[src/source/masterPkg.sv]
package masterPkg;

    //////////////////////////////////////////////////////////////////////
    // link constants
    //////////////////////////////////////////////////////////////////////
    localparam int dataWidth     = 8;
    localparam int ctrlLen       = 7;     // prefix, slave id, r/w bit
    localparam int arbReqLen     = 6;     // prefix then slave id
    localparam int displayCycles = 5;     // cycles of disData high
    localparam int grantWait     = 4;     // quiet cycles before grant

    localparam logic [2:0] framePrefix = 3'b111;
    localparam logic [2:0] slaveId     = 3'b101;

    typedef logic [dataWidth-1:0] dataT;

    localparam dataT ackValue  = 8'hCC;   // expected first read byte
    localparam dataT startData = 8'h0A;

    //////////////////////////////////////////////////////////////////////
    // encodings
    //////////////////////////////////////////////////////////////////////

    // also the last bit of the control frame
    typedef enum logic {
        opRead  = 1'b0,
        opWrite = 1'b1
    } xferOpE;

    typedef enum logic [1:0] {
        doneNone = 2'd0,
        doneFail = 2'd1,
        doneOk   = 2'd3
    } doneCodeE;

    typedef enum logic [2:0] {
        configMaster,
        idle,
        displayData,
        writeData,
        readData,
        endCom
    } topStateE;

    typedef enum logic [2:0] {
        arbIdle,
        arbShift,
        arbWaitGrant,
        arbAck,
        arbOwn,
        arbRelease
    } arbStateE;

    //////////////////////////////////////////////////////////////////////
    // bundles
    //////////////////////////////////////////////////////////////////////
    typedef struct packed {
        dataT ackByte;   // arrives first
        dataT payload;
    } readFrameT;

    typedef struct packed {
        logic control;
        logic wrD;
        logic valid;
    } slaveTxT;

    typedef struct packed {
        logic   go;      // one cycle, starts a transaction
        xferOpE op;
        dataT   wrData;
    } xferReqT;

endpackage

[src/source/arbRequester.sv]
module arbRequester
    import masterPkg::*;
(
    input  logic    clk,
    input  logic    rstN,
    input  xferReqT req,
    input  logic    arbCont,
    input  logic    releaseBus,  // end of the data phase
    output logic    arbSend,
    output logic    grant,
    output logic    busFree,
    output logic    releaseCtl
);

    arbStateE             state;
    logic [arbReqLen-1:0] reqShift;
    logic [3:0]           cnt;
    logic [1:0]           arbSync;   // last two samples of arbCont
    logic                 pending;   // go seen while the bus was busy

    // grant sampler, only live while waiting for the arbiter
    always_ff @(posedge clk or negedge rstN) begin
        if (!rstN) begin
            arbSync <= 2'b00;
        end else if (state != arbWaitGrant) begin
            arbSync <= 2'b00;
        end else begin
            arbSync <= {arbSync[0], arbCont};
        end
    end

    always_ff @(posedge clk) begin
        if (state == arbIdle) begin
            reqShift <= {framePrefix, slaveId};
        end else if (state == arbShift) begin
            reqShift <= reqShift << 1;
        end
    end

    always_ff @(posedge clk or negedge rstN) begin
        if (!rstN) begin
            state      <= arbIdle;
            cnt        <= '0;
            pending    <= 1'b0;
            arbSend    <= 1'b0;
            grant      <= 1'b0;
            busFree    <= 1'b0;
            releaseCtl <= 1'b0;
        end else begin
            grant      <= 1'b0;
            busFree    <= 1'b0;
            releaseCtl <= 1'b0;
            case (state)
                arbIdle: begin
                    arbSend <= 1'b0;
                    if ((req.go || pending) && !arbCont) begin
                        cnt     <= '0;
                        pending <= 1'b0;
                        state   <= arbShift;
                    end else if (req.go) begin
                        pending <= 1'b1;   // line busy, try again later
                    end
                end
                arbShift: begin
                    arbSend <= reqShift[arbReqLen-1];   // msb first
                    cnt     <= cnt + 1'b1;
                    if (cnt == arbReqLen - 1) begin
                        state <= arbWaitGrant;
                    end
                end
                arbWaitGrant: begin
                    arbSend <= 1'b0;
                    if (arbSync == 2'b11) begin
                        arbSend <= 1'b1;   // first ack bit
                        cnt     <= '0;
                        state   <= arbAck;
                    end
                end
                arbAck: begin
                    arbSend <= (cnt == 4'd1);   // 1 0 1, then quiet
                    cnt     <= cnt + 1'b1;
                    if (cnt == 2 + grantWait) begin
                        grant <= 1'b1;
                        state <= arbOwn;
                    end
                end
                arbOwn: begin
                    if (releaseBus) begin
                        releaseCtl <= 1'b1;   // control high, arbSend low
                        cnt        <= '0;
                        state      <= arbRelease;
                    end
                end
                arbRelease: begin
                    cnt <= cnt + 1'b1;
                    if (cnt < 4'd2) begin
                        arbSend <= 1'b1;
                    end else begin
                        arbSend <= 1'b0;
                        busFree <= 1'b1;
                        state   <= arbIdle;
                    end
                end
                default: state <= arbIdle;
            endcase
        end
    end

endmodule

[src/source/frameReceiver.sv]
module frameReceiver
    import masterPkg::*;
(
    input  logic clk,
    input  logic rstN,
    input  logic rxEnable,
    input  logic rD,
    input  logic ready,
    output logic rxDone,
    output logic ackOk,
    output dataT payload
);

    readFrameT                         frame;
    logic [$clog2(2*dataWidth)-1:0]    bitCnt;
    logic                              enLatch;  // read window open
    logic                              take;

    // slave paces the read with ready
    assign take = (rxEnable || enLatch) && ready;

    always_ff @(posedge clk or negedge rstN) begin
        if (!rstN) begin
            enLatch <= 1'b0;
            bitCnt  <= '0;
            rxDone  <= 1'b0;
        end else begin
            rxDone <= 1'b0;
            if (rxEnable) begin
                enLatch <= 1'b1;
            end
            if (take) begin
                if (bitCnt == 2*dataWidth - 1) begin
                    bitCnt  <= '0;
                    enLatch <= 1'b0;
                    rxDone  <= 1'b1;   // all sixteen bits in
                end else begin
                    bitCnt <= bitCnt + 1'b1;
                end
            end
        end
    end

    // msb first, ack byte ends up in the upper half
    always_ff @(posedge clk) begin
        if (take) begin
            frame <= {frame.ackByte[dataWidth-2:0], frame.payload, rD};
        end
    end

    assign ackOk   = (frame.ackByte == ackValue);
    assign payload = frame.payload;

endmodule

[src/source/frameTransmitter.sv]
module frameTransmitter
    import masterPkg::*;
(
    input  logic    clk,
    input  logic    rstN,
    input  xferReqT req,
    input  logic    grant,
    input  logic    releaseCtl,
    output slaveTxT slaveTx,
    output logic    rxEnable,
    output logic    frameDone
);

    xferOpE             opLatch;
    dataT               dataLatch;
    dataT               dataShift;
    logic [ctrlLen-1:0] ctrlFrame;
    logic [ctrlLen-1:0] ctrlShift;
    logic [3:0]         bitCnt;     // bits already on the line
    logic               ctrlBusy;
    logic               dataBusy;
    logic               ctrlBit;
    logic               wrBit;
    logic               validBit;

    assign ctrlFrame = {framePrefix, slaveId, opLatch};

    // request kept until the arbiter grants the bus
    always_ff @(posedge clk) begin
        if (req.go) begin
            opLatch   <= req.op;
            dataLatch <= req.wrData;
        end
    end

    always_ff @(posedge clk or negedge rstN) begin
        if (!rstN) begin
            ctrlBusy  <= 1'b0;
            dataBusy  <= 1'b0;
            bitCnt    <= '0;
            ctrlBit   <= 1'b0;
            wrBit     <= 1'b0;
            validBit  <= 1'b0;
            rxEnable  <= 1'b0;
            frameDone <= 1'b0;
        end else begin
            rxEnable  <= 1'b0;
            frameDone <= 1'b0;
            if (grant) begin
                ctrlBit   <= ctrlFrame[ctrlLen-1];
                ctrlShift <= ctrlFrame << 1;
                bitCnt    <= 4'd1;
                ctrlBusy  <= 1'b1;
            end else if (ctrlBusy) begin
                if (bitCnt < ctrlLen) begin
                    ctrlBit   <= ctrlShift[ctrlLen-1];
                    ctrlShift <= ctrlShift << 1;
                    bitCnt    <= bitCnt + 1'b1;
                end else begin
                    ctrlBit  <= 1'b0;
                    ctrlBusy <= 1'b0;
                    if (opLatch == opWrite) begin
                        // data follows the frame with no gap
                        wrBit     <= dataLatch[dataWidth-1];
                        dataShift <= dataLatch << 1;
                        validBit  <= 1'b1;
                        bitCnt    <= 4'd1;
                        dataBusy  <= 1'b1;
                    end else begin
                        rxEnable <= 1'b1;   // hand over to the receiver
                    end
                end
            end else if (dataBusy) begin
                if (bitCnt < dataWidth) begin
                    wrBit     <= dataShift[dataWidth-1];
                    dataShift <= dataShift << 1;
                    bitCnt    <= bitCnt + 1'b1;
                end else begin
                    wrBit     <= 1'b0;
                    validBit  <= 1'b0;
                    dataBusy  <= 1'b0;
                    frameDone <= 1'b1;
                end
            end
        end
    end

    // release pulse shares the control line
    assign slaveTx = '{control: ctrlBit | releaseCtl, wrD: wrBit, valid: validBit};

endmodule

[src/source/masterExternal.sv]
module masterExternal
    import masterPkg::*;
(
    input  logic     clk,
    input  logic     rstN,
    input  logic     start,
    input  logic     eoc,
    input  logic     rD,
    input  logic     ready,
    input  logic     arbCont,
    output doneCodeE doneCom,
    output dataT     dataOut,
    output logic     disData,
    output logic     control,
    output logic     wrD,
    output logic     valid,
    output logic     arbSend
);

    xferReqT req;
    slaveTxT slaveTx;
    dataT    payload;
    logic    grant;
    logic    busFree;
    logic    releaseCtl;
    logic    rxEnable;
    logic    frameDone;
    logic    rxDone;
    logic    ackOk;
    logic    xferEnd;     // write or read finished

    assign xferEnd = frameDone | rxDone;

    masterSequencer sequencer (
        .clk     (clk),
        .rstN    (rstN),
        .start   (start),
        .eoc     (eoc),
        .busFree (busFree),
        .rxDone  (rxDone),
        .ackOk   (ackOk),
        .payload (payload),
        .req     (req),
        .dataOut (dataOut),
        .disData (disData),
        .doneCom (doneCom)
    );

    arbRequester requester (
        .clk        (clk),
        .rstN       (rstN),
        .req        (req),
        .arbCont    (arbCont),
        .releaseBus (xferEnd),
        .arbSend    (arbSend),
        .grant      (grant),
        .busFree    (busFree),
        .releaseCtl (releaseCtl)
    );

    frameTransmitter transmitter (
        .clk        (clk),
        .rstN       (rstN),
        .req        (req),
        .grant      (grant),
        .releaseCtl (releaseCtl),
        .slaveTx    (slaveTx),
        .rxEnable   (rxEnable),
        .frameDone  (frameDone)
    );

    frameReceiver receiver (
        .clk      (clk),
        .rstN     (rstN),
        .rxEnable (rxEnable),
        .rD       (rD),
        .ready    (ready),
        .rxDone   (rxDone),
        .ackOk    (ackOk),
        .payload  (payload)
    );

    assign control = slaveTx.control;
    assign wrD     = slaveTx.wrD;
    assign valid   = slaveTx.valid;

endmodule

[src/source/masterSequencer.sv]
module masterSequencer
    import masterPkg::*;
(
    input  logic     clk,
    input  logic     rstN,
    input  logic     start,
    input  logic     eoc,
    input  logic     busFree,
    input  logic     rxDone,
    input  logic     ackOk,
    input  dataT     payload,
    output xferReqT  req,
    output dataT     dataOut,
    output logic     disData,
    output doneCodeE doneCom
);

    topStateE                         state;
    dataT                             dataReg;   // value shown and written
    logic [$clog2(displayCycles)-1:0] dispCnt;

    assign dataOut = dataReg;

    always_ff @(posedge clk or negedge rstN) begin
        if (!rstN) begin
            state   <= configMaster;
            dataReg <= '0;
            dispCnt <= '0;
            disData <= 1'b0;
            doneCom <= doneNone;
            req     <= '{go: 1'b0, op: opRead, wrData: '0};
        end else begin
            req.go <= 1'b0;
            case (state)
                configMaster: begin
                    if (start) begin
                        state <= idle;
                    end
                end

                idle: begin
                    if (eoc) begin
                        doneCom <= doneFail;
                        state   <= endCom;
                    end else if (start) begin
                        dataReg <= startData;
                        dispCnt <= '0;
                        disData <= 1'b1;
                        state   <= displayData;
                    end else begin
                        // nothing to show, listen to the other board
                        req   <= '{go: 1'b1, op: opRead, wrData: dataReg};
                        state <= readData;
                    end
                end

                //////////////////////////////////////////////////////////////////////
                // display, then write the next value
                //////////////////////////////////////////////////////////////////////
                displayData: begin
                    if (dispCnt == displayCycles - 1) begin
                        disData <= 1'b0;
                        dataReg <= dataReg + 1'b1;
                        req     <= '{go: 1'b1, op: opWrite, wrData: dataT'(dataReg + 1'b1)};
                        state   <= writeData;
                    end else begin
                        dispCnt <= dispCnt + 1'b1;
                    end
                end

                writeData: begin
                    if (eoc) begin
                        doneCom <= doneFail;
                        state   <= endCom;
                    end else if (busFree) begin
                        // write is out, ask for the answer
                        req   <= '{go: 1'b1, op: opRead, wrData: dataReg};
                        state <= readData;
                    end
                end

                //////////////////////////////////////////////////////////////////////
                // read back and check the ack byte
                //////////////////////////////////////////////////////////////////////
                readData: begin
                    if (eoc) begin
                        doneCom <= doneFail;
                        state   <= endCom;
                    end else if (rxDone) begin
                        if (ackOk) begin
                            dataReg <= payload;
                            doneCom <= doneOk;
                            dispCnt <= '0;
                            disData <= 1'b1;
                            state   <= displayData;
                        end else begin
                            doneCom <= doneFail;   // bad ack ends the link
                            state   <= endCom;
                        end
                    end
                end

                endCom: begin
                    disData <= 1'b0;   // held here until reset
                end

                default: state <= configMaster;
            endcase
        end
    end

endmodule

[config.mk]
export PLATFORM = sky130hd
export DESIGN_NAME = masterExternal
export DESIGN_NICKNAME = d
export VERILOG_FILES = /design/src/source/masterPkg.sv /design/src/source/arbRequester.sv /design/src/source/frameReceiver.sv /design/src/source/frameTransmitter.sv /design/src/source/masterExternal.sv /design/src/source/masterSequencer.sv
export SDC_FILE = /design/constraint.sdc
export NUM_CORES = 1
export LEC_CHECK = 0
export ABC_AREA = 1
export BUFFER_PORTS_ARGS = -buffer_cell sky130_fd_sc_hd__buf_4
export CORE_MARGIN = 2
export CORE_UTILIZATION = 40
export CTS_CLUSTER_DIAMETER = 30
export CTS_CLUSTER_SIZE = 14
export DETAILED_ROUTE_END_ITERATION = 16
export PLACE_DENSITY = 0.56
export REMOVE_ABC_BUFFERS = 1
export SLEW_MARGIN = 20
export SYNTH_ARGS = -nofsm -noshare
export SYNTH_HDL_FRONTEND = slang
export SYNTH_SLANG_ARGS = --single-unit
[constraint.sdc]
create_clock -name clk -period 2.25 [get_ports clk]
set_input_delay 0.1125 -clock clk [delete_from_list [all_inputs] [get_ports clk]]
set_output_delay 0.1125 -clock clk [all_outputs]
set_load 0.01 [all_outputs]
==> impl_metrics.toml, run 1 <==
[timing]
relSlewSlack = 0.6950
post-route-worst-setup-slack_ns = 0.3532
holdWs_ns = 0.1742
hold_viol = 0
tns_ns = 0
slew_violations = 0
period_share = 0.8430
setup_viol = 0
rsz0062_at_grt = "no"
fin_crit_ns = 1.897
max_clock_freq_mhz = 527.2
clock_skew_ns = 0.006816
tightest_slew_ns = 0.4575

[pwr]
power_density_nw_per_um2 = 1276
leakagePower_nw = 2.580
seqPwrFrac = 0.450
combinationalPowerShare = 0.325
clock_power_share = 0.225
ir_drop_mv = 0.4396
power_mw = 6.859
internal-power_mw = 4.287
switching_share = 0.3750
net-switching-power_mw = 2.572

[clocking]
insertion_delay_ns = 0.35
clockRootBuffer = "clkbuf_16"
clockBufferDepth = 2
cts_tree = "yes"
cts_sinks = 103
clkTransAtPathRegs_ns = 0.07
hold_buffers = 3
postCtsSetupBuffers = 0
cts_resized = 0
ctsHtreeMaxLevel = 3
cts_buffers = 9

[grt]
antenna_found_initial = 0
grt_overflow = 0
grt_max_degree = 35
grt_pass1_vias = 3333
track_usage = 0.1534
grt_pass1_wl_um = 15570

[drt]
wl_um = 8816
viasPerCell = 4.892
wl_per_cell_um = 12.42
drc = 0
first_pass_iters = 4
vias = 3473
drt_iter0_markers = 212
ant_nets = 0

[synth]
synth_area_sq_um = 4745
synth.most_common_cell = "nand2_1"
synth_warnings = 0
synthTopCellsByCount = "168 x nand2_1, 72 x nand3_1, 58 x dfrtp_1"
ys_ff_latch = 103
seq_area_frac_synth = 0.5781
async_reset_ff_frac = 0.5631
synthTopCellsByArea = "dfrtp_1 31%, edfxtp_1 25%, nand2_1 13%"
syn-instance-count = 533
ys.flop_type = "dfrtp_1"
syn_area_per_cell_sq_um = 8.902
synth_top_cell_by_area = "dfrtp_1"
synth_top_area_frac = 0.3059
synth_cell_types = 35
synth_edf_count = 39

[place]
place_ws_ns = 0.3469
place_congestion = 0.9010
placed_area_sq_um = 5049
placed_cells = 691
dp_hpwl_um = 6441
io_buffers = 21

[worst_hold_path]
holdPathEnd = "sequencer.doneCom[1]"
hp-class = "input pin to register"
hold_start = "eoc"
min_path_cells = 4

[finish]
final_area_sq_um = 5376
stdcell_count = 710
diodes = 0
utilization = 0.4669
fin_nets = 577
syn_to_final_growth_pct = 13.32
drive_above_1_share = 0.1111

[setup_path]
arrival_ns = 1.96
startpoint_type = "register"
r2r_setup_slack_ns = 0.35
reg2regPathDepth = 8
required_ns = 2.31
timing.rr.start = "transmitter.bitCnt[0]"
crit_type = "register to register"
r2r_end = "transmitter.dataShift[4]"
end_kind = "register"
critPathMaxFanout = 11
startpoint = "transmitter.bitCnt[0]"

[die]
die-height_um = 112.9
core_area_sq_um = 11520
pin_count = 22
start_util = 0.4120
die_area_sq_um = 12750
rows = 39
fp.dieW_um = 112.9

[run_status]
status = "finished, final reports clean"

[flow_run]
maxCapViolations = 0
[power by group through the flow]
stage                     Sequential, mW  Clock [mW]  Combinational (mW)
final                               3.08        1.55                2.23
after detailed placement            3.12           0                2.24
after global routing                3.17        1.67                2.61
after floorplan                     3.04           0                1.62
after CTS                           3.09        1.59                2.25
after global placement              3.11           0                2.20
[cell families (layout without fill, tap and decap cells)]
family | after synthesis | after routing | synth area share
AOI/OAI and AO/OA | 48 | 48 | 0.05485
xor gates and xnor gates | 6 | 6 | 0.01108
adders and majority gates | 8 | 8 | 0.02110
buffers and inverters | 71 | 105 | 0.06223
DFF | 103 | 103 | 0.5781
and+or+nand+nor | 297 | 297 | 0.2727
[cell usage in the layout, fill, tap and decap left out, drive strengths merged]
cell type,count
and3,1
xnor2,1
ha,8
clkinv,5
o21ai,22
inv,60
nand4,5
edfxtp,39
nand3,74
nor2,37
or2,1
nor3,5
a21oi,21
xor2,5
nand2,173
o22ai,1
o21bai,1
bufinv,1
dfxtp,6
a211oi,1
o2111ai,1
dlygate4sd3,3
clkinvlp,1
buf,26
dfrtp,58
clkbuf,9
nor4,1
a22oi,1
[sequential cells by signal, indices dropped and copies added, names as in the netlist, 2 cells and up]
signal,cells
transmitter.ctrlShift,7
requester.cnt,4
requester.arbSync,2
sequencer.dataOut,8
requester.state,3
sequencer.req,10
transmitter.dataLatch,8
transmitter.bitCnt,4
requester.reqShift,6
sequencer.doneCom,2
transmitter.dataShift,7
sequencer.dispCnt,3
sequencer.state,3
receiver.bitCnt,4
receiver.payload,8
receiver.frame,8
[worst max-delay path: stages (launching register included)]
cell      delay [ns]
dfrtp_1         0.38
ha_1            0.18
nand2_1         0.07
nand2_1         0.14
nor2_2          0.08
inv_1           0.24
nand2_1         0.15
a211oi_1        0.18
buf_4           0.20
[layout make-up]
class | instances | area, sq um
fillers | 1117 | 6140
flip-flops and latches | 103 | 2743
multi-input cells | 359 | 1707
clock buffers | 9 | 225.2
repair buffers | 29 | 225.2
inverters | 60 | 225.2
well taps | 143 | 178.9
clock inverters | 7 | 72.57
[metal layers]
layer	global-route usage	up-vias	share of wire
li1	-	1804	-
met1	0.2101	1609	0.51
met2	0.2309	48	0.44
met3	0.03267	12	0.030
met4	0.07886	0	0.023
met5	0	-	0
[worst max path at each step]
| stage | end | slack (ns) | cells after the start |
|---|---|---|---|
| global placement | transmitter.dataShift[6] | 0.38 | 8 |
| global route | transmitter.dataShift[2] | 0.16 | 8 |
| CTS | transmitter.dataShift[4] | 0.34 | 8 |
| floorplan | transmitter.dataShift[1] | 0.12 | 5 |
| detailed placement | transmitter.dataShift[5] | 0.35 | 8 |
| finish | transmitter.dataShift[4] | 0.35 | 8 |
No activity file was read; power rests on OpenSTA's default activity.
==> inputs of run 2 (changes only) <==
Settings changed: ABC_AREA 1 to 0, PLACE_DENSITY 0.56 to 0.58.
Clock period 2.25 ns to 1.6 ns, I/O delays scaled along.
==> impl_metrics.toml, run 2 <==
[synth]
synth_cell_types = 62
ys.flop_type = "dfrtp_1"
syn-instance-count = 439
synth_area_sq_um = 4707
synth_top_cell_by_area = "dfrtp_1"
synth.most_common_cell = "dfrtp_1"
synth_top_area_frac = 0.3083
syn_area_per_cell_sq_um = 10.72
synthTopCellsByCount = "58 x dfrtp_1, 54 x nand2_1, 41 x o21ai_0"
seq_area_frac_synth = 0.5827
async_reset_ff_frac = 0.5631
ys_ff_latch = 103
synth_edf_count = 39
synth_warnings = 0
synthTopCellsByArea = "dfrtp_1 31%, edfxtp_1 25%, o21ai_0 4.4%"

[drt]
drt_iter0_markers = 298
viasPerCell = 5.330
wl_um = 10480
drc = 0
vias = 3662
ant_nets = 0
wl_per_cell_um = 15.26
first_pass_iters = 4

[worst_hold_path]
min_path_cells = 3
hp-class = "input pin to register"

[setup_path]
reg2regPathDepth = 4
slowest_delay_ns = 0.48
crit_family = "simple AND/OR/NAND/NOR gates"
required_ns = 1.83
cp.depth = 4
critPathSlowestCell = "or4b_4"
startpoint_type = "register"
crit_buf_inv = 0
crit_type = "register to register"
arrival_ns = 2.03
end_kind = "register"
critical_path.cell_chain = "and2b_2 -> or4b_4 -> and2_4 -> a221o_1"
critPathMaxFanout = 7

[run_status]
violations = "setup timing"
status = "complete, but fails checks"

[clocking]
cts_sinks = 103
insertion_delay_ns = 0.34
cts_tree = "yes"
clockBufferDepth = 2
clkTransAtPathRegs_ns = 0.07
clockRootBuffer = "clkbuf_16"
cts_buffers = 9
ctsHtreeMaxLevel = 3

[die]
core_area_sq_um = 11470
rows = 39
start_util = 0.4105
die-height_um = 112.5
pin_count = 22
fp.dieW_um = 112.5
die_area_sq_um = 12650

[pwr]
power_density_nw_per_um2 = 1854
leakagePower_nw = 2.698
power_mw = 11.57
ir_drop_mv = 1.099

[timing]
period_share = 1.126
tightest_slew_ns = 0.4224
hold_viol = 0
holdWs_ns = 0.1224
relSlewSlack = 0.7171
slew_violations = 0
setup_viol = 23
post-route-worst-setup-slack_ns = -0.2008
rsz0062_at_grt = "yes"
clock_skew_ns = 0.007459
fin_crit_ns = 1.801
max_clock_freq_mhz = 555.3
tns_ns = -2.855

[place]
placed_cells = 658
dp_hpwl_um = 6883
io_buffers = 21
place_congestion = 0.8350
place_ws_ns = -0.3934
placed_area_sq_um = 5530

[finish]
utilization = 0.5441
diodes = 0
syn_to_final_growth_pct = 32.56
fin_nets = 554
fillers = 972
regMostFlops = "sequencer.req"
final_area_sq_um = 6240
most-common-layout-cells = "97 x buf_4, 55 x dfrtp_1, 51 x nand2_1"
drive_above_1_share = 0.3272
mostFrequentLayoutCell = "buf_4"
stdcell_count = 687
largest_reg_flops = 10

[grt]
antenna_found_initial = 0
grt_overflow = 0
grt_pass1_vias = 3613
grt_max_degree = 59
grt_pass1_wl_um = 17370
track_usage = 0.1696

[flow_run]
maxCapViolations = 0
[run 2: worst paths after layout]
check	from	to	slack, ns
worst max-delay path	sequencer.state[2]	sequencer.req[7]	-0.20
worst min-delay path	eoc	sequencer.doneCom[0]	0.12
worst max register to register	sequencer.state[2]	sequencer.req[7]	-0.20
worst min register to register	receiver.frame[8]	receiver.frame[9]	0.45
max in group asynchronous	rstN	sequencer.state[0]	0.91
min in group asynchronous	rstN	requester.releaseCtl	0.13
[run 2: cell families (layout without fill, tap and decap cells)]
kind of cell | Yosys count | after routing | share of synthesized area
adder cells (fa/ha/maj) | 8 | 8 | 0.02127
AO/OA/AOI/OAI | 108 | 109 | 0.1491
XOR/XNOR | 3 | 3 | 0.005583
buffers and inverters | 35 | 139 | 0.03004
flip-flops | 103 | 103 | 0.5827
multiplexers | 11 | 11 | 0.02552
AND/OR/NAND/NOR | 171 | 171 | 0.1858
[run 2: metal layers]
metal	up-vias	GRT usage	part of all wire
li1	1797	-	-
met1	1768	0.2209	0.44
met2	83	0.2863	0.50
met3	14	0.03834	0.044
met4	0	0.04715	0.013
met5	-	0	0
[run 2: area by class of cell]
type | instances | area [sq um] | area share
flip-flops and latches | 103 | 2746 | 0.4401
multi-input cells | 302 | 2112 | 0.3385
repair buffers | 107 | 845.8 | 0.1356
clock buffers | 10 | 239.0 | 0.03830
well taps | 143 | 178.9 | 0.02867
inverters | 16 | 60.06 | 0.009625
clock inverters | 6 | 57.56 | 0.009224
[run 2: what timing repair did]
action | CTS | global route
hold endpoints to repair | 61 | 0
pin swaps | 16 | 13
gates cloned | 1 | 0
gates resized for setup | 33 | 39
hold buffers | 3 | 0
endpoints found under the setup margin | 36 | 45
setup buffers | 5 | 4
[run 2: worst reg2reg max path, delay by kind of cell (launching register included)]
family | cells | cell delay (ns)
compound gates | 1 | 0.30
flops | 1 | 0.43
simple gates | 3 | 0.95
[run 2: power breakdown]
group	leakage (nW)	total, mW	switching, mW	internal (mW)
Combinational	1.38	5.00	2.42	2.58
Sequential	1.17	4.40	0.657	3.74
Clock	0.149	2.17	1.03	1.14
Total	2.70	11.6	4.11	7.46
==> inputs of run 3 (changes only) <==
Settings changed: CORE_ASPECT_RATIO set to 1.25.
==> impl_metrics.toml, run 3 (same netlist as run 2, synthesis figures left out) <==
[pwr]
power_density_nw_per_um2 = 1867
leakagePower_nw = 2.692
clock_power_share = 0.191
combinationalPowerShare = 0.434
switching_share = 0.3450
internal-power_mw = 7.639
seqPwrFrac = 0.375
net-switching-power_mw = 4.024
ir_drop_mv = 0.7219

[clocking]
clockBufferDepth = 2
ctsHtreeMaxLevel = 3
cts_sinks = 103
clockRootBuffer = "clkbuf_16"
cts_buffers = 9
cts_tree = "yes"
clkTransAtPathRegs_ns = 0.07
insertion_delay_ns = 0.34

[worst_hold_path]
hold_start = "eoc"
hp-class = "input pin to register"
min_path_cells = 3
holdPathEnd = "sequencer.doneCom[0]"

[die]
pin_count = 22
rows = 44
die-height_um = 125.3
start_util = 0.4071
fp.dieW_um = 101.0
die_area_sq_um = 12660
core_area_sq_um = 11560

[setup_path]
arrival_ns = 2.00
startpoint_type = "register"
reg2regPathDepth = 4
required_ns = 1.83
critPathMaxFanout = 7
end_kind = "register"
crit_type = "register to register"
r2r_end = "sequencer.req[3]"
r2r_setup_slack_ns = -0.17
timing.rr.start = "sequencer.state[1]"

[run_status]
violations = "setup timing"
status = "complete, but fails checks"

[grt]
grt_max_degree = 27
track_usage = 0.1708
grt_pass1_vias = 3718
grt_overflow = 0
grt_pass1_wl_um = 17390
antenna_found_initial = 0

[finish]
fin_nets = 555
most-common-layout-cells = "95 x buf_4, 55 x dfrtp_1, 50 x nand2_1"
drive_above_1_share = 0.3376
fillers = 1026
diodes = 0
mostFrequentLayoutCell = "buf_4"
syn_to_final_growth_pct = 32.70
regMostFlops = "sequencer.req"
utilization = 0.5403
largest_reg_flops = 10

[timing]
clock_skew_ns = 0.005706
period_share = 1.108
setup_viol = 16
hold_viol = 0
relSlewSlack = 0.7127
post-route-worst-setup-slack_ns = -0.1733
tightest_slew_ns = 0.4277
tns_ns = -1.715
max_clock_freq_mhz = 563.9
rsz0062_at_grt = "yes"
fin_crit_ns = 1.773
slew_violations = 0

[place]
place_congestion = 0.8225
io_buffers = 21
dp_hpwl_um = 7172

[drt]
drt_iter0_markers = 115
viasPerCell = 5.307
vias = 3625
drc = 0
wl_per_cell_um = 15.06
first_pass_iters = 4
ant_nets = 0
wl_um = 10290

[flow_run]
maxCapViolations = 0
[run 3: worst max-delay path by stage]
stage / cells after the start / endpoint / slack (ns) / start
final: 4 / sequencer.req[3] / -0.17 / sequencer.state[1]
after global routing: 6 / sequencer.dataOut[1] / -0.20 / sequencer.state[1]
after CTS: 4 / sequencer.req[3] / -0.14 / sequencer.state[1]
after detailed placement: 5 / sequencer.dataOut[2] / -0.29 / sequencer.state[1]
after global placement: 4 / sequencer.dataOut[1] / -0.28 / sequencer.state[1]
after floorplan: 4 / sequencer.dataOut[1] / -0.84 / sequencer.state[1]
[run 3: per-layer routing]
metal  track usage  routed length, um  vias up
met4       0.07154                292        0
met3       0.03130                288       21
met5             0                  0        -
met2        0.2922               5297       51
met1        0.2098               4407     1778
li1              -                  -     1775
[run 3: cell type report]
| cell class | count | area, sq um | area share |
|---|---|---|---|
| Clock buffer | 9 | 225.2 | 0.03606 |
| Clock inverter | 7 | 80.08 | 0.01282 |
| Inverter | 16 | 60.06 | 0.009615 |
| Multi-Input combinational cell | 301 | 2086 | 0.3339 |
| Sequential cell | 103 | 2746 | 0.4397 |
| Tap cell | 138 | 172.7 | 0.02764 |
| Timing Repair Buffer | 109 | 875.8 | 0.1402 |
[run 3: power by group through the flow]
stage                     logic, mW  registers (mW)  clock network, mW
after CTS                      4.57            4.33               2.32
after global routing           5.62            4.51               2.40
after detailed placement       4.22            4.37                  0
final                          5.06            4.37               2.23
after global placement         4.12            4.34                  0
after floorplan                2.17            4.44                  0
[run 3: metrics by stage]
step / setup WS, ns / hold slack [ns] / cells / power, mW / area [sq um]
finish: -0.1733 / 0.1126 / 683 / 11.66 / 6246
global route: -0.2038 / 0.1470 / 683 / 12.53 / 6246
CTS: -0.1442 / 0.08150 / 679 / 11.22 / 6001
detailed placement: -0.2927 / -0.04340 / 652 / 8.587 / 5504
global placement: -0.2783 / -0.04245 / 652 / 8.459 / 5504
floorplan: -0.8367 / -0.2156 / 420 / 6.611 / 4626
[run 3: what timing repair did]
action                                  4_1_cts  5_1_grt
pin swaps                                    14        7
hold buffers                                  3        0
resized for setup                            27       54
endpoints found under the setup margin       32       42
buffers inserted                              8        6
endpoints found under the hold margin        60        0
[run 3: critical path: stages (launching register included)]
cell,delay (ns)
dfrtp_2,0.47
nor2b_4,0.15
or4b_4,0.53
and2_4,0.19
a221o_1,0.32
